[src/logic/isa_pkg.sv]
package isa_pkg;

    localparam int xlen = 32;

    typedef enum logic [2:0] {
        LB,
        LH,
        LW,
        LBU,
        LHU,
        SB,
        SH,
        SW
    } ls_op_t;

    // Load encoding
    typedef struct packed {
        logic [11:0] imm;
        logic [4:0]  rs1;
        logic [2:0]  funct3;
        logic [4:0]  rd;
        logic [6:0]  opcode;
    } i_view_t;

    // Store encoding, immediate split around rs2/rs1
    typedef struct packed {
        logic [6:0] imm_hi;
        logic [4:0] rs2;
        logic [4:0] rs1;
        logic [2:0] funct3;
        logic [4:0] imm_lo;
        logic [6:0] opcode;
    } s_view_t;

    typedef union packed {
        i_view_t i;
        s_view_t s;
    } rv_inst_t;

    function automatic logic [xlen-1:0] i_imm(rv_inst_t inst);
        return {{20{inst.i.imm[11]}}, inst.i.imm};
    endfunction

    function automatic logic [xlen-1:0] s_imm(rv_inst_t inst);
        return {{20{inst.s.imm_hi[6]}}, inst.s.imm_hi, inst.s.imm_lo};
    endfunction

endpackage

[src/logic/lsq_pkg.sv]
package lsq_pkg;

    // Wide enough for the deepest store queue (8 entries)
    localparam int sq_idx_w = 3;

    typedef logic [sq_idx_w-1:0] sq_idx_t;
    typedef logic [5:0]          pr_idx_t;
    typedef logic [4:0]          rob_idx_t;
    typedef logic [isa_pkg::xlen-3:0] word_addr_t;

    typedef struct packed {
        logic                     valid;
        isa_pkg::rv_inst_t        inst;
        logic [isa_pkg::xlen-1:0] base;   // rs1 value
        isa_pkg::ls_op_t          op;
        pr_idx_t                  dest_pr;
        rob_idx_t                 rob_entry;
        sq_idx_t                  sq_tail; // Store queue tail seen at dispatch
    } issue_pkt_t;

    typedef struct packed {
        logic                     valid;
        pr_idx_t                  dest_pr;
        rob_idx_t                 rob_entry;
        logic [isa_pkg::xlen-1:0] dest_value;
    } complete_pkt_t;

    typedef struct packed {
        word_addr_t word_addr;
        sq_idx_t    tail_pos;
    } sq_lookup_t;

    // Forwarded bytes sit in their memory lanes
    typedef struct packed {
        logic                     stall;
        logic [3:0]               usebytes;
        logic [isa_pkg::xlen-1:0] data;
    } sq_result_t;

    typedef struct packed {
        logic                     valid;
        logic                     write;
        word_addr_t               word_addr;
        logic [3:0]               be;
        logic [isa_pkg::xlen-1:0] wdata;
    } mem_req_t;

endpackage

[src/logic/mem_arbiter.sv]
`timescale 1ns/10ps

module mem_arbiter (
    input  lsq_pkg::mem_req_t load_req,
    input  lsq_pkg::mem_req_t store_req,
    output logic              load_grant,
    output logic              store_grant,
    output lsq_pkg::mem_req_t mem_req
);

    // Loads first, store drain only on an idle port
    always_comb begin
        load_grant  = load_req.valid;
        store_grant = store_req.valid && !load_req.valid;
        if (load_req.valid) begin
            mem_req = load_req;
        end else begin
            mem_req = store_req; // Carries valid low when nobody asks
        end
    end

endmodule

[config.mk]
export PLATFORM = sky130hd
export DESIGN_NAME = mem_arbiter
export DESIGN_NICKNAME = d
export VERILOG_FILES = /design/src/logic/isa_pkg.sv /design/src/logic/lsq_pkg.sv /design/src/logic/mem_arbiter.sv
export SDC_FILE = /design/constraint.sdc
export NUM_CORES = 1
export LEC_CHECK = 0
export BUFFER_PORTS_ARGS = -buffer_cell sky130_fd_sc_hd__buf_2
export CAP_MARGIN = 20
export CELL_PAD_IN_SITES_DETAIL_PLACEMENT = 1
export CELL_PAD_IN_SITES_GLOBAL_PLACEMENT = 2
export CORE_MARGIN = 2
export CORE_UTILIZATION = 10
export DETAILED_ROUTE_END_ITERATION = 12
export GPL_TIMING_DRIVEN = 0
export PLACE_DENSITY_LB_ADDON = 0.3
export SLEW_MARGIN = 20
export SYNTH_ARGS = -nofsm -noshare
export SYNTH_HDL_FRONTEND = slang
export SYNTH_SLANG_ARGS = --single-unit
[constraint.sdc]
create_clock -name vclk -period 1.1
set_clock_uncertainty 0.2 [all_clocks]
set_input_delay 0.11 -clock vclk [all_inputs]
set_output_delay 0.11 -clock vclk [all_outputs]
set_load 0.005 [all_outputs]
==> After elaboration in Yosys (flattened, before gate mapping) <==
Cells that the tools add are included.
{ "word_totals": {"register_bits": 0, "input_bits": 136, "output_inout_bits": 70, "wordCells": 3} }
{ "op_classes": {"n_mux": 1, "n_reduce_logical": 2} }
{ "op_table": {"columns": ["op", "count"], "rows": [
  ["$mux W68", 1],
  ["$logic_and A1 B1 Y1", 1],
  ["$logic_not A1 Y1", 1]
]} }

==> Longest topological paths before layout <==
{ "depth": {"depth_word": 2, "depth_mapped": 4, "mapped_depth_nobuf": 1} }

==> Worst setup path before layout <==
Ideal clock, no wire load.
{ "synth_path": {"path_type": "input to output", "startpoint": "input load_req[67] in the netlist's numbering", "endpoint": "output mem_req[58] in the netlist's numbering", "arrival_ns": 0.779, "required_time_ns": 0.790, "slack_ns": 0.011, "path_stages": 4, "cell_sequence": "buf_6 > buf_6 > buf_6 > mux2_4"} }
{ "synth_lines": {"columns": ["element", "line", "text"], "rows": [
  ["start, declared", "mem_arbiter.sv:4", "input lsq_pkg::mem_req_t load_req,"],
  ["end, declared", "mem_arbiter.sv:8", "output lsq_pkg::mem_req_t mem_req"]
]} }

==> reports/metrics.csv <==
stage;metric;value;unit
timing;final slew viol count;0;
timing;Setup Viol. Count Final;68;
logic_synthesis;area share of the largest cell type after synthesis;0.770;
timing;fin crit share;1.12;
global_routing;number of global-route vias before repair;1582;
global_routing;initial antenna violation count;1;
place;post-DP HPWL;5.05;mm
final_layout;final core occ;0.271;
floorplan;Die Y;96.9;um
logic_synthesis;Post-Syn Area;863;sq um
clock_network;hold_buf cts;0;
timing;min Tclk post-route;1.23;ns
logic_synthesis;Synth Warn #;0;
critical_path;CP Class;input pin to output pin;
final_layout;sequential cell area;0;sq um
global_routing;first-pass GRT wire length;8.44;mm
final_layout;FF+latch count;0;
floorplan;DIE AREA;9390;sq um
final_layout;Multi-input gate area;827;sq um
logic_synthesis;Net Count, Synth;214;
final_layout;Layout area overhead;161;%
floorplan;Starting Density;0.104;
place;DP Cell Count;388;
place;Place WS;-0.241;ns
floorplan;DIE WIDTH;96.9;um
logic_synthesis;sequential area share after synthesis;0;
critical_path;WP data required;0.79;ns
final_layout;Non-Filler Instances;393;
logic_synthesis;Avg Inst Size Synth;11.1;sq um
job;Max Cap Viol;0;
logic_synthesis;Yosys cell types;7;
final_layout;Filler Cell Count;1032;
critical_path;Worst Path Arrival;0.92;ns
outcome;failing checks;setup timing;
global_routing;largest net degree at the start of global routing;11;
floorplan;row cnt;33;
timing;worst slew pin tran;0.133;ns
hold_path;Hold/Removal Path Class;input pin to output pin;
route;vias per cell;3.81;
route;WL final;5.73;mm
route;drt pass-1 iters;2;
outcome;status;finished with violations;
route;drt wl/cell;14.6;um
logic_synthesis;synthesized netlist cell count;78;
timing;number of hold violations in the final report;0;
timing;fmax;814;MHz
pwr;Pleak;1.26;nW
route;antenna-violating nets left;0;
timing;worst relative slew slack;0.911;
final_layout;nets@finish;425;
critical_path;CP max FO;6;
route;initial DRC count;12;
logic_synthesis;Synth area leaders;mux2_2 77%, mux2_4 14%, buf_6 3.9%;
pwr;Pwr per Cell Area;397;nW/um^2
global_routing;total track usage;0.109;
logic_synthesis;leading area contributor after synthesis;mux2_2;
pwr;Pwr Total;894;uW
place;GP Congestion;0.728;
logic_synthesis;most frequent cell after synthesis;mux2_2;
timing;Final WS setup;-0.129;ns
place;IO buf count;205;
critical_path;CP Capture Type;output pin;
floorplan;core area;8300;sq um
route;via count;1499;
floorplan;Ports;206;
global_routing;global route total overflow;0;
hold_path;WHS Path Cells;2;
critical_path;Critical Path Source Type;input pin;
timing;RSZ-0062 raised after global routing;yes;
logic_synthesis;most frequent cells after synthesis;59 x mux2_2, 8 x mux2_4, 5 x buf_2;
route;Post-route DRC;0;
final_layout;clock buffer count;0;
pwr;Worst IR Drop VDD;0.0787;mV
final_layout;fraction of layout cells with a size suffix above 1;0.993;
[worst max-delay path, cell delays in order]
cell,delay [ns]
buf_12,0.12
buf_12,0.14
buf_12,0.13
mux2_4,0.30
buf_6,0.12
[power breakdown]
group,internal (mW),switching (mW)
Combinational,0.596,0.298
Sequential,0,0
Clock,0.000000122,0
[final timing paths]
| path | from | endpoint | slack (ns) |
|---|---|---|---|
| hold / removal | load_req[67] | load_grant | 0.20 |
| setup / recovery | load_req[67] | mem_req[62] | -0.13 |
[routing by layer]
metal / wire length (um) / GRT usage
met3: 478 / 0.0217
met5: 0 / 0
met4: 138 / 0.0249
met1: 1930 / 0.114
met2: 3180 / 0.218
[cell type report]
class / count / share of cell area
Antenna cell: 1 / 0.00111
Timing Repair Buffer: 209 / 0.526
Buffer: 9 / 0.0467
Multi-Input combinational cell: 69 / 0.368
Tap cell: 105 / 0.0584
[cell families after synthesis]
group         Yosys count  synth area share
mux                    67             0.909
buf+inv                 9            0.0768
simple gates            2            0.0145
[per-stage QoR]
stage               setup TNS, ns  hold WS (ns)  instance area (sq um)
CTS                         -6.39         0.207                   2210
global route                -8.10         0.210                   2250
floorplan                       0         0.101                    863
finish                      -5.29         0.199                   2250
global placement           -11.09         0.200                   2020
detailed placement         -11.47         0.207                   2020
[cell usage in the layout, fill, tap and decap left out]
cell and n:
buf_2 191, mux2_2 51, mux2_4 16, buf_6 16
buf_4 6, buf_12 4, diode_2 1, nor2b_1 1
or2_1 1, buf_16 1
[what timing repair did]
action,CTS,global route
pin swaps,1,0
gates cloned,1,0
resized for setup,29,7
setup buffers,3,0
endpoints found under the setup margin,68,68
Power figures use the tool's default switching activity.
