<file path="src/logic/isa_pkg.sv">
package isa_pkg;

    localparam int xlen = 32;

    typedef enum logic [2:0] {
        LB,
        LH,
        LW,
        LBU,
        LHU,
        SB,
        SH,
        SW
    } ls_op_t;

    // Load encoding
    typedef struct packed {
        logic [11:0] imm;
        logic [4:0]  rs1;
        logic [2:0]  funct3;
        logic [4:0]  rd;
        logic [6:0]  opcode;
    } i_view_t;

    // Store encoding, immediate split around rs2/rs1
    typedef struct packed {
        logic [6:0] imm_hi;
        logic [4:0] rs2;
        logic [4:0] rs1;
        logic [2:0] funct3;
        logic [4:0] imm_lo;
        logic [6:0] opcode;
    } s_view_t;

    typedef union packed {
        i_view_t i;
        s_view_t s;
    } rv_inst_t;

    function automatic logic [xlen-1:0] i_imm(rv_inst_t inst);
        return {{20{inst.i.imm[11]}}, inst.i.imm};
    endfunction

    function automatic logic [xlen-1:0] s_imm(rv_inst_t inst);
        return {{20{inst.s.imm_hi[6]}}, inst.s.imm_hi, inst.s.imm_lo};
    endfunction

endpackage

</file>
<file path="src/logic/lsq_pkg.sv">
package lsq_pkg;

    // Wide enough for the deepest store queue (8 entries)
    localparam int sq_idx_w = 3;

    typedef logic [sq_idx_w-1:0] sq_idx_t;
    typedef logic [5:0]          pr_idx_t;
    typedef logic [4:0]          rob_idx_t;
    typedef logic [isa_pkg::xlen-3:0] word_addr_t;

    typedef struct packed {
        logic                     valid;
        isa_pkg::rv_inst_t        inst;
        logic [isa_pkg::xlen-1:0] base;   // rs1 value
        isa_pkg::ls_op_t          op;
        pr_idx_t                  dest_pr;
        rob_idx_t                 rob_entry;
        sq_idx_t                  sq_tail; // Store queue tail seen at dispatch
    } issue_pkt_t;

    typedef struct packed {
        logic                     valid;
        pr_idx_t                  dest_pr;
        rob_idx_t                 rob_entry;
        logic [isa_pkg::xlen-1:0] dest_value;
    } complete_pkt_t;

    typedef struct packed {
        word_addr_t word_addr;
        sq_idx_t    tail_pos;
    } sq_lookup_t;

    // Forwarded bytes sit in their memory lanes
    typedef struct packed {
        logic                     stall;
        logic [3:0]               usebytes;
        logic [isa_pkg::xlen-1:0] data;
    } sq_result_t;

    typedef struct packed {
        logic                     valid;
        logic                     write;
        word_addr_t               word_addr;
        logic [3:0]               be;
        logic [isa_pkg::xlen-1:0] wdata;
    } mem_req_t;

endpackage

</file>
<file path="src/logic/store_queue.sv">
`timescale 1ns/10ps

module store_queue #(
    parameter int SQ_DEPTH = 8
) (
    input  logic                clock,
    input  logic                reset,
    input  logic                alloc,
    output lsq_pkg::sq_idx_t    alloc_idx,
    output logic                full,
    input  logic                resolve,
    input  lsq_pkg::sq_idx_t    resolve_idx,
    input  isa_pkg::rv_inst_t   resolve_inst,
    input  logic [31:0]         resolve_base,
    input  logic [31:0]         resolve_value,
    input  isa_pkg::ls_op_t     resolve_op,
    input  logic                commit,
    input  lsq_pkg::sq_lookup_t lookup,
    output lsq_pkg::sq_result_t fwd,
    output lsq_pkg::mem_req_t   mem_req,
    input  logic                grant
);
    import isa_pkg::*;
    import lsq_pkg::*;

    localparam int idx_w = $clog2(SQ_DEPTH);

    typedef logic [idx_w-1:0] ptr_t;

    typedef struct packed {
        word_addr_t      word_addr;
        logic [3:0]      mask;
        logic [xlen-1:0] data;
    } sq_entry_t;

    sq_entry_t           entries [SQ_DEPTH];
    logic [SQ_DEPTH-1:0] resolved;
    logic [SQ_DEPTH-1:0] committed;
    ptr_t                head;
    ptr_t                tail;
    ptr_t                cmt_ptr;   // Oldest entry not yet committed
    logic [idx_w:0]      count;
    ptr_t                res_ptr;
    logic                do_alloc;
    logic [xlen-1:0]     res_addr;
    logic [3:0]          res_mask;
    logic [xlen-1:0]     res_data;

    assign full      = (count == SQ_DEPTH);
    assign alloc_idx = sq_idx_t'(tail);
    assign do_alloc  = alloc && !full;
    assign res_ptr   = resolve_idx[idx_w-1:0];

    assign res_addr = resolve_base + s_imm(resolve_inst);

    // Replicated value puts the data in every lane, mask picks the right one
    always_comb begin
        case (resolve_op)
            SB: begin
                res_mask = 4'b0001 << res_addr[1:0];
                res_data = {4{resolve_value[7:0]}};
            end
            SH: begin
                res_mask = 4'b0011 << res_addr[1:0];
                res_data = {2{resolve_value[15:0]}};
            end
            default: begin
                res_mask = 4'b1111;
                res_data = resolve_value;
            end
        endcase
    end

    // Oldest to youngest, so later stores overwrite earlier bytes
    always_comb begin
        ptr_t idx;
        ptr_t span;
        fwd  = '0;
        span = lookup.tail_pos[idx_w-1:0] - head;
        for (int k = 0; k < SQ_DEPTH; k++) begin
            idx = head + ptr_t'(k);
            if (k < span) begin
                if (!resolved[idx]) begin
                    fwd.stall = 1'b1;
                end else if (entries[idx].word_addr == lookup.word_addr) begin
                    for (int b = 0; b < 4; b++) begin
                        if (entries[idx].mask[b]) begin
                            fwd.usebytes[b]    = 1'b1;
                            fwd.data[8*b +: 8] = entries[idx].data[8*b +: 8];
                        end
                    end
                end
            end
        end
    end

    assign mem_req.valid     = committed[head];
    assign mem_req.write     = 1'b1;
    assign mem_req.word_addr = entries[head].word_addr;
    assign mem_req.be        = entries[head].mask;
    assign mem_req.wdata     = entries[head].data;

    always_ff @(posedge clock) begin
        if (reset) begin
            head      <= '0;
            tail      <= '0;
            cmt_ptr   <= '0;
            count     <= '0;
            resolved  <= '0;
            committed <= '0;
        end else begin
            if (do_alloc) begin
                resolved[tail] <= 1'b0;
                tail           <= tail + 1'b1;
            end
            if (resolve) resolved[res_ptr] <= 1'b1;
            if (commit) begin
                committed[cmt_ptr] <= 1'b1;
                cmt_ptr            <= cmt_ptr + 1'b1;
            end
            if (grant) begin // Write lands on this edge
                committed[head] <= 1'b0;
                head            <= head + 1'b1;
            end
            if (do_alloc && !grant) begin
                count <= count + 1'b1;
            end else if (!do_alloc && grant) begin
                count <= count - 1'b1;
            end
        end
    end

    always_ff @(posedge clock) begin
        if (resolve) begin
            entries[res_ptr].word_addr <= res_addr[xlen-1:2];
            entries[res_ptr].mask      <= res_mask;
            entries[res_ptr].data      <= res_data;
        end
    end

endmodule

</file>
<file path="config.mk">
export PLATFORM = sky130hd
export DESIGN_NAME = store_queue
export DESIGN_NICKNAME = d
export VERILOG_FILES = /design/src/logic/isa_pkg.sv /design/src/logic/lsq_pkg.sv /design/src/logic/store_queue.sv
export SDC_FILE = /design/constraint.sdc
export NUM_CORES = 2
export LEC_CHECK = 0
export BUFFER_PORTS_ARGS = -buffer_cell sky130_fd_sc_hd__buf_2
export CORE_MARGIN = 10
export CORE_UTILIZATION = 40
export CTS_BUF_LIST = sky130_fd_sc_hd__clkbuf_16
export CTS_CLUSTER_SIZE = 30
export DETAILED_ROUTE_END_ITERATION = 8
export HOLD_SLACK_MARGIN = 0.08
export MAX_ROUTING_LAYER = met4
export PLACE_DENSITY = 0.56
export SYNTH_ARGS = -nofsm -noshare
export SYNTH_HDL_FRONTEND = slang
export SYNTH_SLANG_ARGS = --single-unit
</file>
<file path="constraint.sdc">
create_clock -name clock -period 5.45 [get_ports clock]
set_clock_uncertainty 0.05 [all_clocks]
set_input_delay 0.2725 -clock clock [delete_from_list [all_inputs] [get_ports clock]]
set_output_delay 0.2725 -clock clock [all_outputs]
set_load 0.01 [all_outputs]
</file>
# Word level (Yosys, flattened, before mapping)

Memories as Yosys holds them, arrays and structs flattened. A register that Yosys moved wholly into a read port is not among the register bits.
Index checks and enable logic that the tools add are counted.

Logic and storage cells: 191
Memories: 1
Memory bits (writable): 528
Register bits after elaboration: 29

Memory list:

| memory  | words | bits a word | rd ports | clocked after memory_dff | wr ports | RTL line          | text |
|---|---|---|---|---|---|---|---|
| entries | 8     | 66          | 7        | 1                        | 1        | store_queue.sv:36 | `sq_entry_t entries [SQ_DEPTH];` |

Multiplexer cells: 122
Reduce and logical (&&, ||, !) cells: 11
Equal/unequal tests: 10
Bitwise logic cells: 6
Add/subtract/negate cells: 12
Order comparisons: 21
Shifts and indexed selects: 2

Operator list:

| cell                                                       | number |
|---|---|
| 2-to-1 mux 36 bit                                          | 14 |
| 2-to-1 mux 8 bit                                           | 34 |
| 2-to-1 mux 37 bit                                          | 7 |
| equality test 30 bit                                       | 7 |
| case mux 32 bit (2 select lines)                           | 1 |
| 2-to-1 mux 1 bit                                           | 49 |
| less-than comparator 3 x 4 -> 1 bit, second input constant | 10 |
| adder 32 bit                                               | 1 |
| binary-select mux 1 bit (select 3 bit)                     | 8 |
| bitwise AND 8 bit                                          | 2 |
| NOT 8 bit                                                  | 2 |
| bitwise OR 8 bit                                           | 2 |
| demux 1 bit (select 3 bit)                                 | 4 |
| >= comparator 3 x 1 -> 1 bit, second input constant        | 4 |
| adder 3 x 1 -> 3 bit, second input constant                | 3 |
| adder 3 bit, second input constant                         | 3 |
| less-than comparator 3 bit, first input constant           | 3 |
| 2-to-1 mux 4 bit                                           | 2 |
| case mux 4 bit (2 select lines)                            | 1 |
| logical AND 1 bit                                          | 7 |
| adder 3 x 2 -> 3 bit, second input constant                | 2 |
| equality test 3 bit, second input constant                 | 2 |
| less-than comparator 1 x 3 -> 1 bit, first input constant  | 2 |
| less-than comparator 2 x 3 -> 1 bit, first input constant  | 2 |
| other kinds (9)                                            | 12 |

# Longest topological paths before layout

Depth after elaboration: 28
Gate-level depth with buffers: 25
Mapped depth without buffers: 15

# Worst setup path before layout

No wires, ideal clock.

Path kind: register to output
Start point: reg head[0]
End point: out fwd[16] (netlist bit)
Arrival time: 5535 ps
Path slack: -407 ps
Cell stages (with the launch flop): 24
Path buffers: 11
Cell sequence: dfxtp_1 buf_6 inv_4 buf_4 buf_4 buf_2 buf_4 buf_2 buf_2 buf_2 ha_1 buf_2 buf_2 buf_2 mux2_2 o21ai_0 xnor2_1 nand4_1 o22a_1 nor4_2 a21boi_1 nor2_1 o221ai_1 o22a_1

RTL lines:

| what                   | RTL line           | text |
|---|---|---|
| start, declared        | store_queue.sv:39  | `ptr_t head;` |
| start signal, assigned | store_queue.sv:123 | `head <= head + 1'b1;` |
| end, declared          | store_queue.sv:19  | `output lsq_pkg::sq_result_t fwd,` |

==> metrics.cfg <==
[run_status]
status = complete, no violations

[power]
p_int_mw = 10.4
vdd_drop_max_v = 0.000226
power_density_nw_per_um2 = 283
clkPwrFrac_pct = 32.0
p_leak_nw = 19.0
p_comb_share_pct = 34.3
p_sw_share_pct = 33.8
p_seq_share_pct = 33.6
p_switching_mw = 5.30

[worst_setup_path]
critPathLaunchType = register
rr_startpoint = count[0]
r2r_cells = 10
crit_type = reg -> out
max_stage_delay_ns = 0.51
crit_chain = clkinvlp_4 > ha_4 > buf_12 > buf_4 > mux4_2 > xnor2_2 > nand4_1 > nor4_2 > o2bb2a_2 > nand4_4 > buf_12 > o311a_4 > buf_4 > a22oi_1 > mux2_1 > nor2_1 > o22a_1 > buf_2
timing.critical_path.arrival_ns = 5.09
r2r_setup_slack_ns = 2.77
endpoint_kind = output port
path_buf_inv = 6
slowest_stage = mux4_2
required_ns = 5.13
critPathTopFamily = compound AO/OA/AOI/OAI gates
rr_endpoint = count[3]
crit_path_max_fanout = 12

[clock_tree]
cts_buffers = 70
ctsHtreeMaxLevel = 3
clockBufferDepth = 3
path_clk_slew_ns = 0.06
cts_tree = done
clkSinkCount = 560
cts_root_buf = clkbuf_16
clk_latency_ns = 0.67

[floorplanning]
ioPinCount = 250
die_w_um = 366
coreArea_um2 = 118000
die_area_um2 = 134000
start_util_pct = 40.4
row_count = 126
die_h_um = 366

[synth]
avgSynthCellArea_um2 = 13.1
synth-async-reset-ratio_pct = 0
synth_top_area_share_pct = 33.1
synth.most_common_cell = mux4_2
synth_area_leaders = edfxtp_1 (33%), mux4_2 (27%), mux2i_1 (9.6%)
yosys_warnings = 0
seq_area_frac_synth_pct = 34.5
yosys.area.top_type = edfxtp_1
syn_nets = 3854
netlist_area_um2 = 47900
netlist_instances = 3667
synth_cell_types = 100
synthFlopType = edfxtp_1
synth_edf_count = 528
netlist_top_cells_count = mux4_2 (578), edfxtp_1 (528), mux2i_1 (461), nand2_1 (277), xnor2_1 (177)
ys_ff_latch = 560

[grt]
grt-ovfl-total = 0
antenna_found_initial = 14
gr-usage-all-layers_pct = 27.1
grt_pass1_vias = 36000
grt_pass1_wl_um = 263000
grt_max_degree = 149

[sta]
min_period_ns = 5.41
hold_viol = 0
timing.final.ws_setup_ns = 0.0416
fmax_ghz = 0.185
tightest_slew_ns = 1.34
drv_slew = 0
finalSetupViolations = 0
setup_tns_ns = 0
rsz0062_at_grt = yes
period_share_pct = 99.2
slew_headroom_pct = 9.74

[detailed_routing]
drtIter0Drc = 5150
vias = 37600
post-route-drc-count = 0
vias_per_cell = 6.71
totalWireLength_um = 184000
firstDrtPassIters = 9
drtAntennaViolNets = 0
wl_per_cell_um = 32.9

[cells_and_area]
utilization_pct = 46.8
syn2layout_area_growth_pct = 15.7
final_cells = 5599
drive_above_1_share_pct = 35.5
nets = 4125
design_area_um2 = 55400
fillers = 10500

[placement]
place_area_um2 = 51200
port_buffers = 228
dp_hpwl_um = 123000
gp_congestion = 1.00
pre_cts_ws_ns = 0.213
dpl.cell_count = 5380

[worst_hold_path]
hp-class = in -> reg
whs_endpoint = alloc_idx[1]
min_from = alloc
whs_path_depth = 4

[run]
cap_viol_max_count = 0

metal layers:
layer	global-route usage, %	vias to the layer above	routed length [um]
li1	-	15600	-
met1	36.9	19300	73900
met2	39.8	2314	82000
met3	5.50	376	20400
met4	10.5	0	8150
met5	-	-	0
area by class of cell:
type | count | area, um2 | share of cell area (%)
diodes | 7 | 17.5 | 0.0316
well taps | 1600 | 2000 | 3.62
repair buffers | 500 | 3960 | 7.15
multi-input cells | 2758 | 30200 | 54.5
clock inverters | 55 | 706 | 1.27
clock buffers | 71 | 1780 | 3.21
flip-flops and latches | 560 | 16500 | 29.8
inverters | 48 | 214 | 0.386
power groups by stage:
stage	clock, mW	combinational, mW	sequential [mW]
floorplan	0	3.51	5.25
global placement	0	5.00	5.36
detailed placement	0	5.02	5.36
CTS	5.09	5.17	5.27
global route	5.28	5.66	5.30
finish	5.02	5.39	5.28
repair_timing:
item,4_1_cts,5_1_grt
setup endpoints to repair,36,36
pin swaps,11,6
gates resized for setup,37,89
hold buffers,33,0
gates cloned,4,3
endpoints found under the hold margin,212,0
setup buffers,21,25
worst register-to-register path, stage by stage (launching register included):
cell and delay [ns]:
dfxtp_1 0.36, nor4b_1 0.46, nor2b_1 0.22, ha_1 0.26
inv_1 0.12, ha_1 0.24, a21o_1 0.18, a21oi_1 0.17
xnor2_1 0.09, or3_1 0.30, a21oi_1 0.14
per-stage QoR:
step | hold WS (ns) | power, mW
after floorplan | 0.321 | 8.76
after global placement | 0.426 | 10.4
after detailed placement | 0.426 | 10.4
after CTS | 0.0810 | 15.5
after global routing | 0.129 | 16.2
final | 0.103 | 15.7
layout by cell type (no fill, tap or decap), types with 14 or more instances in the layout:
cell type,count
xnor2_2,14
mux4_2,578
o22a_1,23
edfxtp_1,528
nor2b_1,24
and3_1,22
inv_1,45
nor3_1,27
buf_4,180
dlygate4sd3_1,33
buf_12,31
nor2_1,167
a211oi_1,21
clkbuf_16,74
nand2b_1,34
a31oi_1,30
nand4_1,38
xnor2_1,159
nand3_1,42
xor2_1,49
a21oi_1,97
a21o_1,27
ha_1,41
a22oi_1,80
dfxtp_1,26
nand2_1,273
o22ai_1,49
mux2_2,125
a22o_1,29
mux2i_1,456
buf_2,228
o221ai_1,27
o21ai_0,45
a221oi_1,17
registers in the layout, summed over array words and instances (netlist names), named ones only:
name       cells
resolved       8
cmt_ptr        3
count          4
entries      528
alloc_idx      3
head           3
committed      8
how the worst max path moves through the flow:
stage | start | endpoint | depth (start not counted)
6_report | head[1] | fwd[16] | 18
5_1_grt | head[1] | fwd[19] | 19
4_1_cts | head[1] | fwd[19] | 20
3_5_place_dp | head[1] | fwd[13] | 17
3_3_place_gp | head[1] | fwd[2] | 12
2_1_floorplan | head[0] | fwd[25] | 23
cell families after synthesis:
logic type               Yosys count  synth area share (%)
AO/OA/AOI/OAI                    561                  8.49
XOR/XNOR                         234                  4.34
adder cells (fa/ha/maj)           46                  1.25
buffers and inverters            350                  3.76
flip-flops                       560                  34.5
multiplexers                    1177                  40.1
other                              1               0.00784
AND/OR/NAND/NOR                  738                  7.53
Power figures use the tool's default switching activity.
