==> src/logic/isa_pkg.sv <==
package isa_pkg;

    localparam int xlen = 32;

    typedef enum logic [2:0] {
        LB,
        LH,
        LW,
        LBU,
        LHU,
        SB,
        SH,
        SW
    } ls_op_t;

    // Load encoding
    typedef struct packed {
        logic [11:0] imm;
        logic [4:0]  rs1;
        logic [2:0]  funct3;
        logic [4:0]  rd;
        logic [6:0]  opcode;
    } i_view_t;

    // Store encoding, immediate split around rs2/rs1
    typedef struct packed {
        logic [6:0] imm_hi;
        logic [4:0] rs2;
        logic [4:0] rs1;
        logic [2:0] funct3;
        logic [4:0] imm_lo;
        logic [6:0] opcode;
    } s_view_t;

    typedef union packed {
        i_view_t i;
        s_view_t s;
    } rv_inst_t;

    function automatic logic [xlen-1:0] i_imm(rv_inst_t inst);
        return {{20{inst.i.imm[11]}}, inst.i.imm};
    endfunction

    function automatic logic [xlen-1:0] s_imm(rv_inst_t inst);
        return {{20{inst.s.imm_hi[6]}}, inst.s.imm_hi, inst.s.imm_lo};
    endfunction

endpackage

==> src/logic/lsq_pkg.sv <==
package lsq_pkg;

    // Wide enough for the deepest store queue (8 entries)
    localparam int sq_idx_w = 3;

    typedef logic [sq_idx_w-1:0] sq_idx_t;
    typedef logic [5:0]          pr_idx_t;
    typedef logic [4:0]          rob_idx_t;
    typedef logic [isa_pkg::xlen-3:0] word_addr_t;

    typedef struct packed {
        logic                     valid;
        isa_pkg::rv_inst_t        inst;
        logic [isa_pkg::xlen-1:0] base;   // rs1 value
        isa_pkg::ls_op_t          op;
        pr_idx_t                  dest_pr;
        rob_idx_t                 rob_entry;
        sq_idx_t                  sq_tail; // Store queue tail seen at dispatch
    } issue_pkt_t;

    typedef struct packed {
        logic                     valid;
        pr_idx_t                  dest_pr;
        rob_idx_t                 rob_entry;
        logic [isa_pkg::xlen-1:0] dest_value;
    } complete_pkt_t;

    typedef struct packed {
        word_addr_t word_addr;
        sq_idx_t    tail_pos;
    } sq_lookup_t;

    // Forwarded bytes sit in their memory lanes
    typedef struct packed {
        logic                     stall;
        logic [3:0]               usebytes;
        logic [isa_pkg::xlen-1:0] data;
    } sq_result_t;

    typedef struct packed {
        logic                     valid;
        logic                     write;
        word_addr_t               word_addr;
        logic [3:0]               be;
        logic [isa_pkg::xlen-1:0] wdata;
    } mem_req_t;

endpackage

==> src/logic/load_unit.sv <==
`timescale 1ns/10ps

module load_unit (
    input  logic                   clock,
    input  logic                   reset,
    input  logic                   complete_stall,
    input  lsq_pkg::issue_pkt_t    issue,
    output logic                   ready,
    output logic                   want_to_complete,
    output lsq_pkg::complete_pkt_t result,
    output lsq_pkg::sq_lookup_t    lookup,
    input  lsq_pkg::sq_result_t    fwd,
    output lsq_pkg::mem_req_t      mem_req,
    input  logic                   grant,
    input  logic                   rd_valid,
    input  logic [31:0]            rd_data
);
    import isa_pkg::*;
    import lsq_pkg::*;

    typedef enum logic [1:0] {
        ST_IDLE,
        ST_LOOKUP,
        ST_MEM,
        ST_OUTPUT
    } state_t;

    // Load in flight
    typedef struct packed {
        pr_idx_t         dest_pr;
        rob_idx_t        rob_entry;
        sq_idx_t         tail_pos;
        logic [xlen-1:0] addr;
        ls_op_t          op;
        logic [3:0]      usebytes;
        logic [3:0]      fwd_bytes;
        logic [xlen-1:0] data;     // Lane aligned, as in memory
    } load_reg_t;

    state_t          state;
    load_reg_t       ld;
    logic            req_pending;
    logic            accept;
    logic [xlen-1:0] new_addr;
    logic [3:0]      new_usebytes;
    logic [3:0]      hit_bytes;
    logic            full_fwd;
    logic [xlen-1:0] merged;
    logic [xlen-1:0] shifted;
    logic [xlen-1:0] wb_data;

    assign ready  = (state == ST_IDLE);
    assign accept = ready && issue.valid;

    assign new_addr = issue.base + i_imm(issue.inst);

    // Bytes touched within the word
    always_comb begin
        case (issue.op)
            LB, LBU: new_usebytes = 4'b0001 << new_addr[1:0];
            LH, LHU: new_usebytes = 4'b0011 << new_addr[1:0];
            LW:      new_usebytes = 4'b1111;
            default: new_usebytes = 4'b0000;
        endcase
    end

    assign lookup.word_addr = ld.addr[xlen-1:2];
    assign lookup.tail_pos  = ld.tail_pos;

    assign hit_bytes = fwd.usebytes & ld.usebytes;
    assign full_fwd  = (hit_bytes == ld.usebytes);

    // Forwarded bytes win over memory
    always_comb begin
        for (int b = 0; b < 4; b++) begin
            merged[8*b +: 8] = ld.fwd_bytes[b] ? ld.data[8*b +: 8] : rd_data[8*b +: 8];
        end
    end

    assign mem_req.valid     = req_pending;
    assign mem_req.write     = 1'b0;
    assign mem_req.word_addr = ld.addr[xlen-1:2];
    assign mem_req.be        = ld.usebytes;
    assign mem_req.wdata     = '0;

    // Move the addressed byte or half down to bit 0
    assign shifted = ld.data >> {ld.addr[1:0], 3'b000};

    always_comb begin
        case (ld.op)
            LB:      wb_data = {{24{shifted[7]}}, shifted[7:0]};
            LH:      wb_data = {{16{shifted[15]}}, shifted[15:0]};
            LBU:     wb_data = {24'b0, shifted[7:0]};
            LHU:     wb_data = {16'b0, shifted[15:0]};
            default: wb_data = ld.data;
        endcase
    end

    assign want_to_complete  = (state == ST_OUTPUT);
    assign result.valid      = want_to_complete;
    assign result.dest_pr    = ld.dest_pr;
    assign result.rob_entry  = ld.rob_entry;
    assign result.dest_value = wb_data;

    always_ff @(posedge clock) begin
        if (reset) begin
            state       <= ST_IDLE;
            req_pending <= 1'b0;
        end else begin
            case (state)
                ST_IDLE: begin
                    if (accept) state <= ST_LOOKUP;
                end
                ST_LOOKUP: begin
                    if (!fwd.stall) begin // Older stores all resolved
                        if (full_fwd) begin
                            state <= ST_OUTPUT;
                        end else begin
                            state       <= ST_MEM;
                            req_pending <= 1'b1;
                        end
                    end
                end
                ST_MEM: begin
                    if (grant) req_pending <= 1'b0;
                    if (rd_valid) state <= ST_OUTPUT;
                end
                ST_OUTPUT: begin
                    if (!complete_stall) state <= ST_IDLE;
                end
            endcase
        end
    end

    always_ff @(posedge clock) begin
        if (accept) begin
            ld.dest_pr   <= issue.dest_pr;
            ld.rob_entry <= issue.rob_entry;
            ld.tail_pos  <= issue.sq_tail;
            ld.addr      <= new_addr;
            ld.op        <= issue.op;
            ld.usebytes  <= new_usebytes;
        end
        if (state == ST_LOOKUP && !fwd.stall) begin
            ld.fwd_bytes <= hit_bytes;
            ld.data      <= fwd.data;
        end
        if (state == ST_MEM && rd_valid) ld.data <= merged;
    end

endmodule

==> config.mk <==
export PLATFORM = sky130hd
export DESIGN_NAME = load_unit
export DESIGN_NICKNAME = d
export VERILOG_FILES = /design/src/logic/isa_pkg.sv /design/src/logic/lsq_pkg.sv /design/src/logic/load_unit.sv
export SDC_FILE = /design/constraint.sdc
export NUM_CORES = 1
export LEC_CHECK = 0
export ABC_AREA = 1
export BUFFER_PORTS_ARGS = -buffer_cell sky130_fd_sc_hd__buf_2
export CAP_MARGIN = 10
export CORE_MARGIN = 3
export CORE_UTILIZATION = 30
export DETAILED_ROUTE_END_ITERATION = 12
export GPL_ROUTABILITY_DRIVEN = 0
export GPL_TIMING_DRIVEN = 0
export MAX_ROUTING_LAYER = met4
export PLACE_DENSITY = 0.65
export SLEW_MARGIN = 20
export SYNTH_ARGS = -nofsm -noshare
export SYNTH_HDL_FRONTEND = slang
export SYNTH_SLANG_ARGS = --single-unit
==> constraint.sdc <==
create_clock -name clock -period 4.79 [get_ports clock]
set_input_delay 0.958 -clock clock [delete_from_list [all_inputs] [get_ports clock]]
set_output_delay 0.958 -clock clock [all_outputs]
set_load 0.03 [all_outputs]
# Yosys cells after proc, flatten, opt, wreduce, memory -nomap -nowiden
# Cells that the tools add are included.
dict set report word_totals {
  out_inout_bits 147
  reg_bits 92
  inputBits 156
}
dict set report op_classes {
  reduce_logical 17
  shift 3
  bitwise_logic 1
  addsub 1
  eq_ne 21
  n_mux 18
}
# op count
set ops {}
lappend ops {{$pmux 32 s4} 1}
lappend ops {{$mux 32} 2}
lappend ops {{$add 32x32->32} 1}
lappend ops {{$mux 8} 4}
lappend ops {{$shr 32x5->16} 1}
lappend ops {{$ne 2x2->1 const B} 9}
lappend ops {{$pmux 4 s3} 1}
lappend ops {{$eq 3x2->1 const B} 3}
lappend ops {{$mux 2} 4}
lappend ops {{$pmux 2 s4} 1}
lappend ops {{$reduce_and 2->1} 4}
lappend ops {{$reduce_and 4->1} 2}
lappend ops {{$eq 3x1->1 const B} 2}
lappend ops {{$eq 3x3->1 const B} 2}
lappend ops {{$logic_not 3->1} 2}
lappend ops {{$and 4x4->4} 1}
lappend ops {{$eq 2x2->1 const B} 2}
lappend ops {{$eq 4x4->1} 1}
lappend ops {{$mux 1} 4}
lappend ops {{$reduce_bool 2->1} 2}
lappend ops {{$reduce_or 2->1} 2}
lappend ops {{$shl 1x2->4 const A} 1}
lappend ops {{$shl 2x2->4 const A} 1}
lappend ops {{$logic_and 1x1->1} 3}
lappend ops {{5 further kinds} 5}

# Depth between registers and ports, before layout
dict set report logic_depth {
  ltp_word 5
  mapped_depth 12
  mapped_depth_nobuf 12
}

# Worst setup path before layout
# Ideal clock, no wire load.
dict set report synth_path {
  path_type {flip-flop to output port}
  start {register ld[43] (netlist bit)}
  end {output port result[1] (netlist bit)}
  slack_ns 2.241
  t_required_ns 3.832
  arrival_time_ns 1.591
  path_stages_with_launch 6
  n_path_buf 2
  cell_sequence {edfxtp_1 buf_4 clkbuf_1 a21oi_1 o21ai_0 a31oi_1}
}
# element line_no
set synth_lines {}
lappend synth_lines {{from (decl)} load_unit.sv:41} ;# load_reg_t ld;
lappend synth_lines {{to (decl)} load_unit.sv:10} ;# output lsq_pkg::complete_pkt_t result,

==> out/qor.txt <==
CLOCK NETWORK
--------------------------------------------------------------------------------
Clk Tree Root Cell                                                     clkbuf_16
Clock tree from TritonCTS                                                    yes
Total clock buffers created by CTS                                             9
Resized cells post-CTS                                                         0
Number of buffers on the longest clock path                                    2
Hold_buf cts                                                                   0
H-tree Lvls                                                                    3
CTS clk-pin slew, worst paths                                            0.07 ns
Worst-Skew Late Latency                                                  0.34 ns
Post-CTS Setup Repair Bufs                                                     0
Clock sink total                                                              92

SETUP PATH
--------------------------------------------------------------------------------
Family with the most delay on the worst path                        compound AO/OA/AOI/OAI gates
Endpoint kind of the worst setup timing path                        primary output
Most repeated library cell on the critical path                          a21oi_1
Critical path peak fanout                                                      8
Data arrival time of the worst path                                      2.04 ns
Slowest stage delay, CP                                                  0.47 ns
Worst path buffer plus inverter count                                          1
Startpoint type of the worst setup path                                 register
Kind of critical path                                               register to primary output
Worst-path cell chain                                               nor2_2, nand2_1, o21ai_1, a21oi_1, a21oi_1, buf_2
Critical-path top delay cell                                            edfxtp_1
Setup slack of the worst register-to-register path                       2.22 ns
Required time worst endpoint                                             3.83 ns

TIMING
--------------------------------------------------------------------------------
Number of endpoints failing setup at the final stage                           0
Final Cycle Share                                                          62.6%
Sum of negative setup slack                                                 0 ns
Highest achievable clock rate                                            334 MHz
Final Critical Period                                                    3.00 ns
Slew Limit Fails                                                               0
Fin Clk Skew                                                          0.00826 ns
Transition time at the pin with the least slew margin                   0.808 ns
Slew Limit Headroom                                                        45.8%
Number of hold violations in the final report                                  0
Unrepaired setup endpoints after global routing                               no

POWER
--------------------------------------------------------------------------------
Power density relative to cell area                                  453 nW/um^2
Leakage dissipation                                                      5.17 nW
Worst VDD drop                                                          0.310 mV
Overall power of the completed layout                                    4.31 mW

FLOORPLANNING
--------------------------------------------------------------------------------
Number of placed I/O pins                                                    303
Die Span Y                                                                164 um
Total number of placement rows                                                57
Width of the die                                                          164 um
Die footprint                                                         26800 um^2
Core area                                                             24400 um^2
Initial Util                                                               30.6%

DETAILED ROUTING
--------------------------------------------------------------------------------
Number of design rule violations left after detail routing                     0
First drt pass iteration count                                                 5
Wire length after detailed routing                                      21000 um
ANT nets after route                                                           0
Wire length per cell after detailed routing                              13.2 um
Uppermost metal layer occupied by signal nets                               met4
Via-to-Cell Ratio                                                           4.34
Met1 WL                                                                  8650 um
Number of vias in the routed layout                                         6916
Metal2 WL                                                               10300 um
Wire length on met3                                                      1550 um
Violation count after the first detailed-routing iteration                   488

YOSYS
--------------------------------------------------------------------------------
Share of synthesized registers carrying an async set or reset                 0%
Total standard cell area after synthesis                               7450 um^2
Proportion of synthesized chip area in sequential cells                    36.7%
Avg Synthesized Cell Area                                              7.68 um^2
Leading area contributor after synthesis                                edfxtp_1
Number of distinct library cells after synthesis                              36
Largest cells by area after synthesis                               edfxtp_1, nand2_1, buf_4
Count of state elements after synthesis                                       92
Number of warnings reported in the yosys synthesis log                         0
Dominant synthesized flop cell                                          edfxtp_1
Number of enable-type register cells in the synthesized netlist               89
Area share of the largest cell type after synthesis                        35.9%
Synth Instances                                                              971

PLACED DESIGN
--------------------------------------------------------------------------------
HPWL after detailed placement                                           17200 um
Number of buffer cells added on primary ports                                249

GLOBAL ROUTING
--------------------------------------------------------------------------------
Number of antenna violations at the first check in global routing              1
Vias in the first global route                                              6482
First-pass GRT wire length                                              31800 um
Largest net degree at the start of global routing                             54
GRT overflow                                                                   0
All-layer global routing usage                                             15.5%

FINISH
--------------------------------------------------------------------------------
Number of nets at the end of the flow                                       1455
Area delta synth->final                                                    27.7%
Fraction of layout cells with a size suffix above 1                        34.9%

STATUS
--------------------------------------------------------------------------------
Status                                                              finished, final reports clean

WORST HOLD PATH
--------------------------------------------------------------------------------
Worst min path class                                                register to register

FLOW RUN
--------------------------------------------------------------------------------
Max Cap Viol                                                                   0

metal layers:
metal / global-route usage (%) / vias up
met5: - / -
li1: - / 3553
met1: 17.9 / 3023
met4: 5.07 / 0
met3: 2.71 / 40
met2: 27.1 / 300
synth_stat cells, types with 7 or more instances:
master / number
o21ai_2: 10
a31oi_1: 7
nor2_1: 55
edfxtp_1: 89
ha_1: 35
o21ai_1: 13
mux2_2: 32
o21ai_0: 32
a21oi_1: 59
nand2_1: 272
xor2_1: 12
buf_4: 118
nand3_1: 32
inv_1: 157
metrics by stage:
stage          hold slack (ns)  setup WS, ns  area (um^2)  cells  util (%)
6_report                 0.498          1.79         9520   1592      39.0
5_1_grt                  0.562          1.64         9520   1592      39.0
4_1_cts                  0.500          1.79         9520   1591      39.0
3_5_place_dp             0.485          1.67         9230   1576      37.8
3_3_place_gp             0.477          1.60         9230   1576      37.8
2_1_floorplan            0.457          2.24         7570   1003         -
cells by family (layout without fill, tap and decap cells):
| group | Yosys count | after routing | share of synthesized area (%) |
|---|---|---|---|
| adders and majority gates | 36 | 36 | 6.14 |
| xor gates and xnor gates | 15 | 15 | 1.76 |
| buffers and inverters | 289 | 553 | 20.7 |
| other | 1 | 34 | 0.0503 |
| DFF | 92 | 92 | 36.7 |
| muxes | 32 | 32 | 4.83 |
| and+or+nand+nor | 375 | 375 | 20.0 |
| AOI/OAI and AO/OA | 131 | 131 | 9.85 |
where the power goes:
| part | internal [mW] | switching [mW] |
|---|---|---|
| Sequential | 1.16 | 0.122 |
| Clock | 0.403 | 0.315 |
| Combinational | 0.792 | 1.52 |
area by class of cell:
class                   count  area [um^2]
fillers                  2586        14900
multi-input cells         622         3300
flip-flops and latches     92         2730
repair buffers            249         1250
plain buffers             126          930
inverters                 163          614
well taps                 324          405
clock buffers               9          225
clock inverters             6         65.1
diodes                      1         2.50
worst paths after layout:
path                             startpoint          end  cells past startpoint
worst max-delay path                 ld[40]   result[14]                      6
worst min-delay path            req_pending  req_pending                      2
worst max register to register     state[0]       ld[30]                      6
worst min register to register  req_pending  req_pending                      2
worst reg2reg max path: stages, from the launching register on:
cell	delay [ns]
dfxtp_1	0.40
inv_1	0.08
ha_1	0.23
nand2_1	0.40
buf_2	0.39
nand2_1	0.19
o21ai_1	0.51
cells in the final DEF (no fill, tap or decap), types with 4 or more instances in the layout:
cell type / netlist / final
nand2_1: 272 / 272
buf_2: 5 / 254
inv_1: 157 / 156
buf_4: 118 / 118
edfxtp_1: 89 / 89
a21oi_1: 59 / 59
nor2_1: 55 / 55
ha_1: 35 / 35
conb_1: 1 / 33
mux2_2: 32 / 32
nand3_1: 32 / 32
o21ai_0: 32 / 28
o21ai_1: 13 / 17
xor2_1: 12 / 12
o21ai_2: 10 / 10
clkbuf_16: 0 / 9
a31oi_1: 7 / 7
nand4_1: 6 / 6
inv_2: 6 / 6
o21bai_1: 4 / 4
flip-flops by register name, indices dropped and copies added, names as in the netlist:
| signal | flops |
|---|---|
| lookup | 33 |
| mem_req | 4 |
| req_pending | 1 |
| result | 11 |
| ld | 41 |
| state | 2 |
Power figures use the tool's default switching activity.
